### config.mk
export PLATFORM = sky130hd
export DESIGN_NAME = sar_adc_ctrl
export DESIGN_NICKNAME = d
export VERILOG_FILES = /design/src/source/sar_adc_pkg.sv /design/src/source/sar_adc_reg_file.sv /design/src/source/sar_engine.sv /design/src/source/analog_drive_sel.sv /design/src/source/sar_adc_ctrl.sv
export SDC_FILE = /design/constraint.sdc
export NUM_CORES = 1
export LEC_CHECK = 0
export BUFFER_PORTS_ARGS = -buffer_cell sky130_fd_sc_hd__buf_2
export CORE_MARGIN = 5
export CORE_UTILIZATION = 44
export CTS_CLUSTER_SIZE = 25
export DETAILED_ROUTE_END_ITERATION = 10
export SYNTH_ARGS = -nofsm -noshare
export SYNTH_HDL_FRONTEND = slang
export SYNTH_SLANG_ARGS = --single-unit
### constraint.sdc
create_clock -name mclk -period 2.8 [get_ports mclk]
set_clock_uncertainty 0.15 [all_clocks]
set_input_delay 0.28 -clock mclk [delete_from_list [all_inputs] [get_ports mclk]]
set_output_delay 0.28 -clock mclk [all_outputs]
set_load 0.05 [all_outputs]
### src/source/sar_adc_pkg.sv
// Shared widths, register map, bus structs and FSM states for the SAR ADC controller RTL
package sar_adc_pkg;

  // Plain vector types
  typedef logic [31:0] reg_data_t;   // Bus data word
  typedef logic [3:0]  reg_addr_t;   // Word address
  typedef logic [3:0]  reg_be_t;     // One enable per byte lane
  typedef logic [7:0]  dac_code_t;   // DAC code and conversion result
  typedef logic [3:0]  sar_timer_t;  // Timer load value

  localparam reg_addr_t TIMING_ADDR = 4'd4;  // Shared timing register
  localparam int        SAR_BITS    = 8;     // Binary search depth

  // ------------------------------------------------------------
  // Channel register bit positions
  localparam int CH_DAC_SEL_BIT  = 0;
  localparam int CH_SAR_EN_BIT   = 1;
  localparam int CH_MAN_TRG_BIT  = 2;
  localparam int CH_MAN_CODE_LSB = 8;   // Bits 15 to 8
  localparam int CH_RESULT_LSB   = 16;  // Bits 23 to 16, read only
  localparam int CH_CMP_BIT      = 30;  // Conditioned comparator, read only
  localparam int CH_REQ_BIT      = 31;  // Self clearing sample request

  // Timing register bit positions
  localparam int TM_SH_LSB  = 0;
  localparam int TM_DAC_LSB = 4;
  localparam int TM_CMP_LSB = 8;
  localparam int TM_INV_BIT = 12;

  // ------------------------------------------------------------
  typedef struct packed {
    logic      adc_dac_sel;
    logic      sar_enable;
    logic      man_sample;    // Manual sample trigger
    dac_code_t man_dac_code;
    logic      sample_req;    // Starts the engine
  } ch_cfg_t;

  typedef struct packed {
    sar_timer_t sh_timer;     // Sample hold
    sar_timer_t dac_timer;    // DAC settle
    sar_timer_t comp_timer;   // Comparator wait
    logic       invert_cmp;
  } sar_timing_t;

  typedef struct packed {
    logic      done;          // One cycle at end of conversion
    dac_code_t dac_code;      // Trial code toward the DAC
    logic      sample;        // Sample hold pulse
    dac_code_t result;        // Last finished conversion
  } sar_status_t;

  typedef struct packed {
    dac_code_t dac_code;
    logic      sample_trg;
    logic      adc_dac_sel;
  } ana_drive_t;

  typedef enum logic [2:0] {
    SAR_IDLE,
    SAR_SAMPLE,
    SAR_SETTLE,
    SAR_COMPARE,
    SAR_DONE
  } sar_state_t;

endpackage

### src/source/sar_adc_reg_file.sv
// Register bus slave for the SAR ADC controller, holding the channel and timing registers
`timescale 1ns/10ps

module sar_adc_reg_file #(
  parameter int NUM_CH = 4
) (
  input  logic                                  mclk,
  input  logic                                  h_reset_n,

  // Register bus
  input  logic                                  reg_cs,
  input  logic                                  reg_wr,
  input  sar_adc_pkg::reg_addr_t                reg_addr,
  input  sar_adc_pkg::reg_data_t                reg_wdata,
  input  sar_adc_pkg::reg_be_t                  reg_be,
  output sar_adc_pkg::reg_data_t                reg_rdata,
  output logic                                  reg_ack,

  // Analog and engine side
  input  logic [NUM_CH-1:0]                     adc_result,  // Raw comparators
  input  sar_adc_pkg::sar_status_t [NUM_CH-1:0] status,
  output sar_adc_pkg::ch_cfg_t [NUM_CH-1:0]     ch_cfg,
  output sar_adc_pkg::sar_timing_t              timing,
  output logic [NUM_CH-1:0]                     cmp_bit      // After inversion
);

  import sar_adc_pkg::*;

  logic      wr_go;     // Write accepted this cycle
  logic      tm_sel;
  reg_data_t rd_word;   // Read mux output

  // ------------------------------------------------------------
  // Decode
  // ------------------------------------------------------------
  assign wr_go  = reg_cs & reg_wr & ~reg_ack;  // Once per access
  assign tm_sel = (reg_addr == TIMING_ADDR);

  // Comparator conditioning shared by all channels
  assign cmp_bit = adc_result ^ {NUM_CH{timing.invert_cmp}};

  // ------------------------------------------------------------
  // Channel registers
  // ------------------------------------------------------------
  always_ff @(posedge mclk or negedge h_reset_n) begin
    if (!h_reset_n) begin
      ch_cfg <= '0;
    end else begin
      for (int ch = 0; ch < NUM_CH; ch++) begin
        // Lane 0 carries the mode bits
        if (wr_go && reg_addr == reg_addr_t'(ch) && reg_be[0]) begin
          ch_cfg[ch].adc_dac_sel <= reg_wdata[CH_DAC_SEL_BIT];
          ch_cfg[ch].sar_enable  <= reg_wdata[CH_SAR_EN_BIT];
          ch_cfg[ch].man_sample  <= reg_wdata[CH_MAN_TRG_BIT];
        end
        if (wr_go && reg_addr == reg_addr_t'(ch) && reg_be[1]) begin
          ch_cfg[ch].man_dac_code <= reg_wdata[CH_MAN_CODE_LSB +: SAR_BITS];  // Lane 1
        end
        // Done from the engine beats a software set
        if (status[ch].done) begin
          ch_cfg[ch].sample_req <= 1'b0;
        end else if (wr_go && reg_addr == reg_addr_t'(ch) && reg_be[3]) begin
          ch_cfg[ch].sample_req <= reg_wdata[CH_REQ_BIT];
        end
      end
    end
  end

  // ------------------------------------------------------------
  // Timing register
  // ------------------------------------------------------------
  always_ff @(posedge mclk or negedge h_reset_n) begin
    if (!h_reset_n) begin
      timing <= '0;
    end else if (wr_go && tm_sel) begin
      if (reg_be[0]) begin
        timing.sh_timer  <= reg_wdata[TM_SH_LSB +: 4];
        timing.dac_timer <= reg_wdata[TM_DAC_LSB +: 4];
      end
      if (reg_be[1]) begin
        timing.comp_timer <= reg_wdata[TM_CMP_LSB +: 4];
        timing.invert_cmp <= reg_wdata[TM_INV_BIT];
      end
    end
  end

  // ------------------------------------------------------------
  // Read path
  // ------------------------------------------------------------
  always_comb begin
    rd_word = '0;  // Unmapped reads zero
    for (int ch = 0; ch < NUM_CH; ch++) begin
      if (reg_addr == reg_addr_t'(ch)) begin
        rd_word[CH_DAC_SEL_BIT]               = ch_cfg[ch].adc_dac_sel;
        rd_word[CH_SAR_EN_BIT]                = ch_cfg[ch].sar_enable;
        rd_word[CH_MAN_TRG_BIT]               = ch_cfg[ch].man_sample;
        rd_word[CH_MAN_CODE_LSB +: SAR_BITS]  = ch_cfg[ch].man_dac_code;
        rd_word[CH_RESULT_LSB +: SAR_BITS]    = status[ch].result;
        rd_word[CH_CMP_BIT]                   = cmp_bit[ch];  // Live comparator
        rd_word[CH_REQ_BIT]                   = ch_cfg[ch].sample_req;
      end
    end
    if (tm_sel) begin
      rd_word[TM_SH_LSB +: 4]  = timing.sh_timer;
      rd_word[TM_DAC_LSB +: 4] = timing.dac_timer;
      rd_word[TM_CMP_LSB +: 4] = timing.comp_timer;
      rd_word[TM_INV_BIT]      = timing.invert_cmp;
    end
  end

  // Ack one cycle after cs, data valid with it
  always_ff @(posedge mclk or negedge h_reset_n) begin
    if (!h_reset_n) begin
      reg_rdata <= '0;
      reg_ack   <= 1'b0;
    end else if (reg_cs && !reg_ack) begin
      reg_rdata <= rd_word;
      reg_ack   <= 1'b1;
    end else begin
      reg_ack   <= 1'b0;
    end
  end

  // Held cs must still see a gap between acks
  ack_single_cycle: assert property (
    @(posedge mclk) disable iff (!h_reset_n) reg_ack |=> !reg_ack
  );

endmodule

### src/source/sar_engine.sv
// Per-channel successive approximation engine, runs one 8-bit search per sample request
`timescale 1ns/10ps

module sar_engine (
  input  logic                     mclk,
  input  logic                     h_reset_n,
  input  sar_adc_pkg::ch_cfg_t     cfg,
  input  sar_adc_pkg::sar_timing_t timing,
  input  logic                     cmp_bit,   // 1 keeps the trial bit
  output sar_adc_pkg::sar_status_t status
);

  import sar_adc_pkg::*;

  localparam int PTR_W = $clog2(SAR_BITS);

  sar_state_t       state_q;
  sar_timer_t       cnt_q;      // Phase down-counter
  logic [PTR_W-1:0] bit_ptr_q;  // Bit under trial
  dac_code_t        code_q;     // Trial code
  dac_code_t        result_q;   // Held until next conversion

  // ------------------------------------------------------------
  // Conversion FSM
  // ------------------------------------------------------------
  // Settle plus compare time must cover the drive register and
  // the external comparator path
  always_ff @(posedge mclk or negedge h_reset_n) begin
    if (!h_reset_n) begin
      state_q   <= SAR_IDLE;
      cnt_q     <= '0;
      bit_ptr_q <= '0;
      code_q    <= '0;
      result_q  <= '0;
    end else if (!cfg.sar_enable) begin
      state_q <= SAR_IDLE;  // Abort
    end else begin
      unique case (state_q)
        SAR_IDLE: begin
          if (cfg.sample_req) begin
            state_q   <= SAR_SAMPLE;
            cnt_q     <= timing.sh_timer;
            bit_ptr_q <= PTR_W'(SAR_BITS - 1);  // Start at MSB
            code_q    <= '0;
          end
        end

        SAR_SAMPLE: begin
          if (cnt_q == '0) begin
            state_q           <= SAR_SETTLE;
            cnt_q             <= timing.dac_timer;
            code_q[bit_ptr_q] <= 1'b1;          // First trial bit
          end else begin
            cnt_q <= cnt_q - 1'b1;
          end
        end

        SAR_SETTLE: begin
          if (cnt_q == '0) begin
            state_q <= SAR_COMPARE;
            cnt_q   <= timing.comp_timer;
          end else begin
            cnt_q <= cnt_q - 1'b1;
          end
        end

        SAR_COMPARE: begin
          if (cnt_q == '0) begin
            code_q[bit_ptr_q] <= cmp_bit;       // Keep or drop
            if (bit_ptr_q == '0) begin
              state_q <= SAR_DONE;
            end else begin
              state_q                  <= SAR_SETTLE;
              cnt_q                    <= timing.dac_timer;
              bit_ptr_q                <= bit_ptr_q - 1'b1;
              code_q[bit_ptr_q - 1'b1] <= 1'b1; // Next trial
            end
          end else begin
            cnt_q <= cnt_q - 1'b1;
          end
        end

        SAR_DONE: begin
          result_q <= code_q;
          state_q  <= SAR_IDLE;
        end

        default: state_q <= SAR_IDLE;
      endcase
    end
  end

  // ------------------------------------------------------------
  // Status toward register file and drive selector
  // ------------------------------------------------------------
  assign status.done     = (state_q == SAR_DONE);    // Clears sample_req
  assign status.dac_code = code_q;
  assign status.sample   = (state_q == SAR_SAMPLE);  // sh_timer+1 cycles
  assign status.result   = result_q;

  // Request is gone by the time the FSM is back in idle
  done_one_cycle: assert property (
    @(posedge mclk) disable iff (!h_reset_n)
    status.done |-> (state_q == SAR_DONE) ##1 (!status.done && !cfg.sample_req)
  );

endmodule

### src/source/analog_drive_sel.sv
// Picks manual or SAR drive per channel and registers it toward the analog macros
`timescale 1ns/10ps

module analog_drive_sel #(
  parameter int NUM_CH = 4
) (
  input  logic                                  mclk,
  input  logic                                  h_reset_n,
  input  sar_adc_pkg::ch_cfg_t [NUM_CH-1:0]     ch_cfg,
  input  sar_adc_pkg::sar_status_t [NUM_CH-1:0] status,
  output sar_adc_pkg::ana_drive_t [NUM_CH-1:0]  drive
);

  import sar_adc_pkg::*;

  // Output flops keep DAC and trigger levels clean
  always_ff @(posedge mclk or negedge h_reset_n) begin
    if (!h_reset_n) begin
      drive <= '0;
    end else begin
      for (int ch = 0; ch < NUM_CH; ch++) begin
        if (ch_cfg[ch].sar_enable) begin  // Engine owns the channel
          drive[ch].dac_code   <= status[ch].dac_code;
          drive[ch].sample_trg <= status[ch].sample;
        end else begin                     // Software drive
          drive[ch].dac_code   <= ch_cfg[ch].man_dac_code;
          drive[ch].sample_trg <= ch_cfg[ch].man_sample;
        end
        drive[ch].adc_dac_sel <= ch_cfg[ch].adc_dac_sel;
      end
    end
  end

  // ------------------------------------------------------------
  for (genvar ch = 0; ch < NUM_CH; ch++) begin : g_chk
    // Trigger is the engine pulse delayed one clock
    sar_trg_follows: assert property (
      @(posedge mclk) disable iff (!h_reset_n)
      ch_cfg[ch].sar_enable |=> (drive[ch].sample_trg == $past(status[ch].sample))
    );
  end

endmodule

### src/source/sar_adc_ctrl.sv
// Top of the SAR ADC controller, joins register file, per-channel engines and output drive
`timescale 1ns/10ps

module sar_adc_ctrl #(
  parameter int NUM_CH = 4
) (
  input  logic                                 mclk,
  input  logic                                 h_reset_n,

  // Register bus
  input  logic                                 reg_cs,
  input  logic                                 reg_wr,
  input  sar_adc_pkg::reg_addr_t               reg_addr,
  input  sar_adc_pkg::reg_data_t               reg_wdata,
  input  sar_adc_pkg::reg_be_t                 reg_be,
  output sar_adc_pkg::reg_data_t               reg_rdata,
  output logic                                 reg_ack,

  // Analog side
  output sar_adc_pkg::dac_code_t [NUM_CH-1:0]  dac_mux_sel,
  output logic [NUM_CH-1:0]                    adc_sample_trg,
  output logic [NUM_CH-1:0]                    adc_dac_sel,
  input  logic [NUM_CH-1:0]                    adc_result     // Comparator outputs
);

  import sar_adc_pkg::*;

  ch_cfg_t [NUM_CH-1:0]     ch_cfg;
  sar_timing_t              timing;     // Shared by all engines
  logic [NUM_CH-1:0]        cmp_bit;
  sar_status_t [NUM_CH-1:0] status;
  ana_drive_t [NUM_CH-1:0]  drive;

  // ------------------------------------------------------------
  sar_adc_reg_file #(
    .NUM_CH (NUM_CH)
  ) u_reg_file (
    .mclk       (mclk),
    .h_reset_n  (h_reset_n),
    .reg_cs     (reg_cs),
    .reg_wr     (reg_wr),
    .reg_addr   (reg_addr),
    .reg_wdata  (reg_wdata),
    .reg_be     (reg_be),
    .reg_rdata  (reg_rdata),
    .reg_ack    (reg_ack),
    .adc_result (adc_result),
    .status     (status),
    .ch_cfg     (ch_cfg),
    .timing     (timing),
    .cmp_bit    (cmp_bit)
  );

  // One engine per channel
  for (genvar ch = 0; ch < NUM_CH; ch++) begin : g_eng
    sar_engine u_sar (
      .mclk      (mclk),
      .h_reset_n (h_reset_n),
      .cfg       (ch_cfg[ch]),
      .timing    (timing),
      .cmp_bit   (cmp_bit[ch]),
      .status    (status[ch])
    );
  end

  analog_drive_sel #(
    .NUM_CH (NUM_CH)
  ) u_drive_sel (
    .mclk      (mclk),
    .h_reset_n (h_reset_n),
    .ch_cfg    (ch_cfg),
    .status    (status),
    .drive     (drive)
  );

  // ------------------------------------------------------------
  // Flatten drive structs onto the analog pins
  for (genvar ch = 0; ch < NUM_CH; ch++) begin : g_out
    assign dac_mux_sel[ch]    = drive[ch].dac_code;
    assign adc_sample_trg[ch] = drive[ch].sample_trg;
    assign adc_dac_sel[ch]    = drive[ch].adc_dac_sel;
  end

endmodule

==> impl_metrics.ini <==
[global_routing]
grt_pass1_vias = 9310
antenna_found_initial = 0
gr-usage-met2 = 0.355
grtUsageTotal = 0.219
grt_max_degree = 66
grt_busiest_layer = met2
use_met3 = 0.0269
grt_pass1_wl_um = 54300
grt_use_met1 = 0.312
grt_overflow = 0

[layout]
final_util = 0.519
drive_gt1_frac = 0.290
syn2layout_area_growth_pct = 17.3
fillers = 2460
num_antenna_cells = 0
nNetsFinal = 1290

[clock_tree]
clk_pin_slew_ps = 60
cts_tree = done
max-clock-path-buffers = 3
post_cts_resized = 0
cts_setup_buffers = 0
numCtsBuffers = 27
clk-insertion-delay-late_ps = 540
hold_buffers = 19
cts_root_buf = clkbuf_16
cts.sinks = 232
htreeDepth = 1

[run_status]
status = complete, no violations

[sta]
rsz0062_at_grt = false
fin_tns_setup_ps = 0
min_period_ps = 2340
hold_ws_ps = 55.0
relSlewSlack = 0.551
tightest_slew_ps = 665
finalCritPeriodShare = 0.837
hold_viol_final = 0
max_freq_ghz = 0.426
setup_ws_ps = 455
maxSlewViolCount = 0
setup_viol = 0

[worst_hold_path]
min_to = u_reg_file.reg_ack
hp-class = in -> reg
holdCritStartpoint = reg_cs
worstHoldPathCells = 3

[critical_path]
crit_chain = inv_1 -> ha_1 -> nor4bb_1 -> buf_4 -> a22oi_1 -> nor2_1 -> o22ai_1
end_kind = register
required_ps = 3020
critPathSlowestCell = nor2_1
timing.rr.start = g_eng[0].u_sar.cnt_q[0]
max_stage_delay_ps = 510
crit_path_start_kind = register
path_buf_inv = 2
cp.arrival_ps = 2570
r2r_slack_ps = 460
path_class = reg -> reg
path_delay_family = simple AND/OR/NAND/NOR gates
critical_path.max_fanout = 8
r2r_end = g_eng[0].u_sar.code_q[7]
reg2regPathDepth = 7

[placed_design]
gp_congestion = 0.919
place.port_buffers = 98
dpl_worst_slack_ps = 478
dp_hpwl_um = 25000

[detailed_routing]
drtPass1Iterations = 5
vias = 9482
drc = 0
ant_nets = 0
drtIter0Drc = 909
via_per_inst = 5.84
routed_wl_um = 34300
wl_per_cell_um = 21.1

[power_and_ir_drop]
p_leak_nw = 6.51
p_sw_frac = 0.354
combinationalPowerShare = 0.287
finalPower_w = 0.0115
p_seq_frac = 0.388
pwr-share-clk = 0.325
p_int_w = 0.00743
p_switching_w = 0.00407
powerDensity_nw_per_um2 = 801
vdd_ir_drop_max_mv = 0.545

[synth]
seq_area_frac_synth = 0.475
async_flop_share = 1.00
synth_ff_type = dfrtp_1
ys_types = 77
ys_ff_latch = 232
synthCells = 1115
avgSynthCellArea_um2 = 11.0
synthesis.area_um2 = 12200
synth_edf_count = 0
ys.warnings.count = 0

[floorplan]
ioPinCount = 121
die_area_um2 = 31200
fp.dieW_um = 177
initial_core_util = 0.443
fp.dieH_um = 177
design.core.area_um2 = 27600
rows = 61

[run]
maxCapViolations = 0
-- routing by layer --
layer | share of wire | vias up
li1 | - | 4418
met1 | 0.45 | 4728
met2 | 0.47 | 271
met3 | 0.049 | 65
met4 | 0.026 | 0
met5 | 0 | -
-- power by group through the flow --
stage	Sequential (W)	Combinational (W)	Clock (W)
floorplan	0.00461	0.00215	0
global placement	0.00449	0.00323	0
detailed placement	0.00451	0.00326	0
CTS	0.00445	0.00329	0.00380
global route	0.00453	0.00361	0.00396
finish	0.00446	0.00330	0.00373
-- registers in the layout, summed over array words and instances (netlist names) --
register / count
u_reg_file.reg_rdata: 26
u_reg_file.ch_cfg: 48
u_reg_file.reg_ack: 1
g_eng.u_sar.cnt_q: 16
g_eng.u_sar.code_q: 32
g_eng.u_sar.result_q: 32
g_eng.u_sar.state_q: 12
u_reg_file.timing: 13
g_eng.u_sar.bit_ptr_q: 12
u_drive_sel.drive: 40
-- per-stage QoR --
stage / area [µm²] / instances
after floorplan: 12200 / 1120
after CTS: 14300 / 1625
after global routing: 14300 / 1625
final: 14300 / 1625
after detailed placement: 13200 / 1556
after global placement: 13200 / 1556
-- cell type report --
class | instances | area, µm² | area share
multi-input cells | 779 | 5970 | 0.416
flip-flops and latches | 232 | 5810 | 0.405
repair buffers | 160 | 1040 | 0.0724
clock buffers | 33 | 748 | 0.0522
well taps | 378 | 473 | 0.0330
clock inverters | 17 | 208 | 0.0145
inverters | 26 | 97.6 | 0.00681
-- worst reg2reg max path, stage by stage, from the launching register on --
cell and delay [ps]:
dfrtp_1 400, inv_1 110, ha_1 270, nor4bb_1 300, buf_4 190, a22oi_1 60
nor2_1 510, o22ai_1 200
-- cells in the mapped netlist (15+ instances only) --
library cell	instances	area share
a211oi_1	15	0.0092
a21oi_1	45	0.018
a31oi_1	21	0.011
and3_1	17	0.0087
buf_2	15	0.0061
clkbuf_1	52	0.016
dfrtp_1	232	0.47
ha_1	16	0.016
inv_1	26	0.0080
mux2_2	139	0.13
mux2i_1	16	0.013
nand2_1	49	0.015
nand2b_1	23	0.012
nand3_1	16	0.0065
nor2_1	63	0.019
nor2b_1	27	0.014
nor3_1	31	0.013
o21ai_0	43	0.018
o22ai_1	20	0.010
-- cell families (layout without fill, tap and decap cells) --
logic type / count (synthesis) / in the layout / share of synthesized area
other cells: 1 / 6 / 0.000307
simple gates: 314 / 314 / 0.146
mux: 168 / 168 / 0.165
fa+ha+maj: 16 / 16 / 0.0164
compound gates: 266 / 266 / 0.152
buf+inv: 109 / 236 / 0.0393
xor+xnor: 9 / 9 / 0.00645
flops: 232 / 232 / 0.475
-- worst max path at each step --
stage                                            from                        to  slack, ps  depth (start not counted)
after floorplan           g_eng[0].u_sar.bit_ptr_q[0]   g_eng[0].u_sar.cnt_q[0]        510                          7
after global placement                    reg_addr[3]      u_reg_file.timing[8]        490                          5
after detailed placement                  reg_addr[3]      u_reg_file.timing[5]        480                          5
after CTS                                 reg_addr[3]      u_reg_file.timing[8]        470                          6
after global routing          g_eng[1].u_sar.cnt_q[0]   g_eng[1].u_sar.cnt_q[0]        300                          6
final                         g_eng[0].u_sar.cnt_q[0]  g_eng[0].u_sar.code_q[7]        460                          7
-- cell usage in the layout (no fill, tap or decap), drive strengths merged, types with 21 or more instances in the layout --
cell type  Yosys  final
nand2         49     49
buf           31    141
nand2b        23     23
a31oi         21     21
nor3          31     31
a21oi         45     45
nor2b         27     27
o21ai         44     44
dfrtp        232    232
inv           26     28
clkbuf        52     33
mux2         139    139
nor2          65     65
Note: power is estimated with default switching activity, not from simulation.
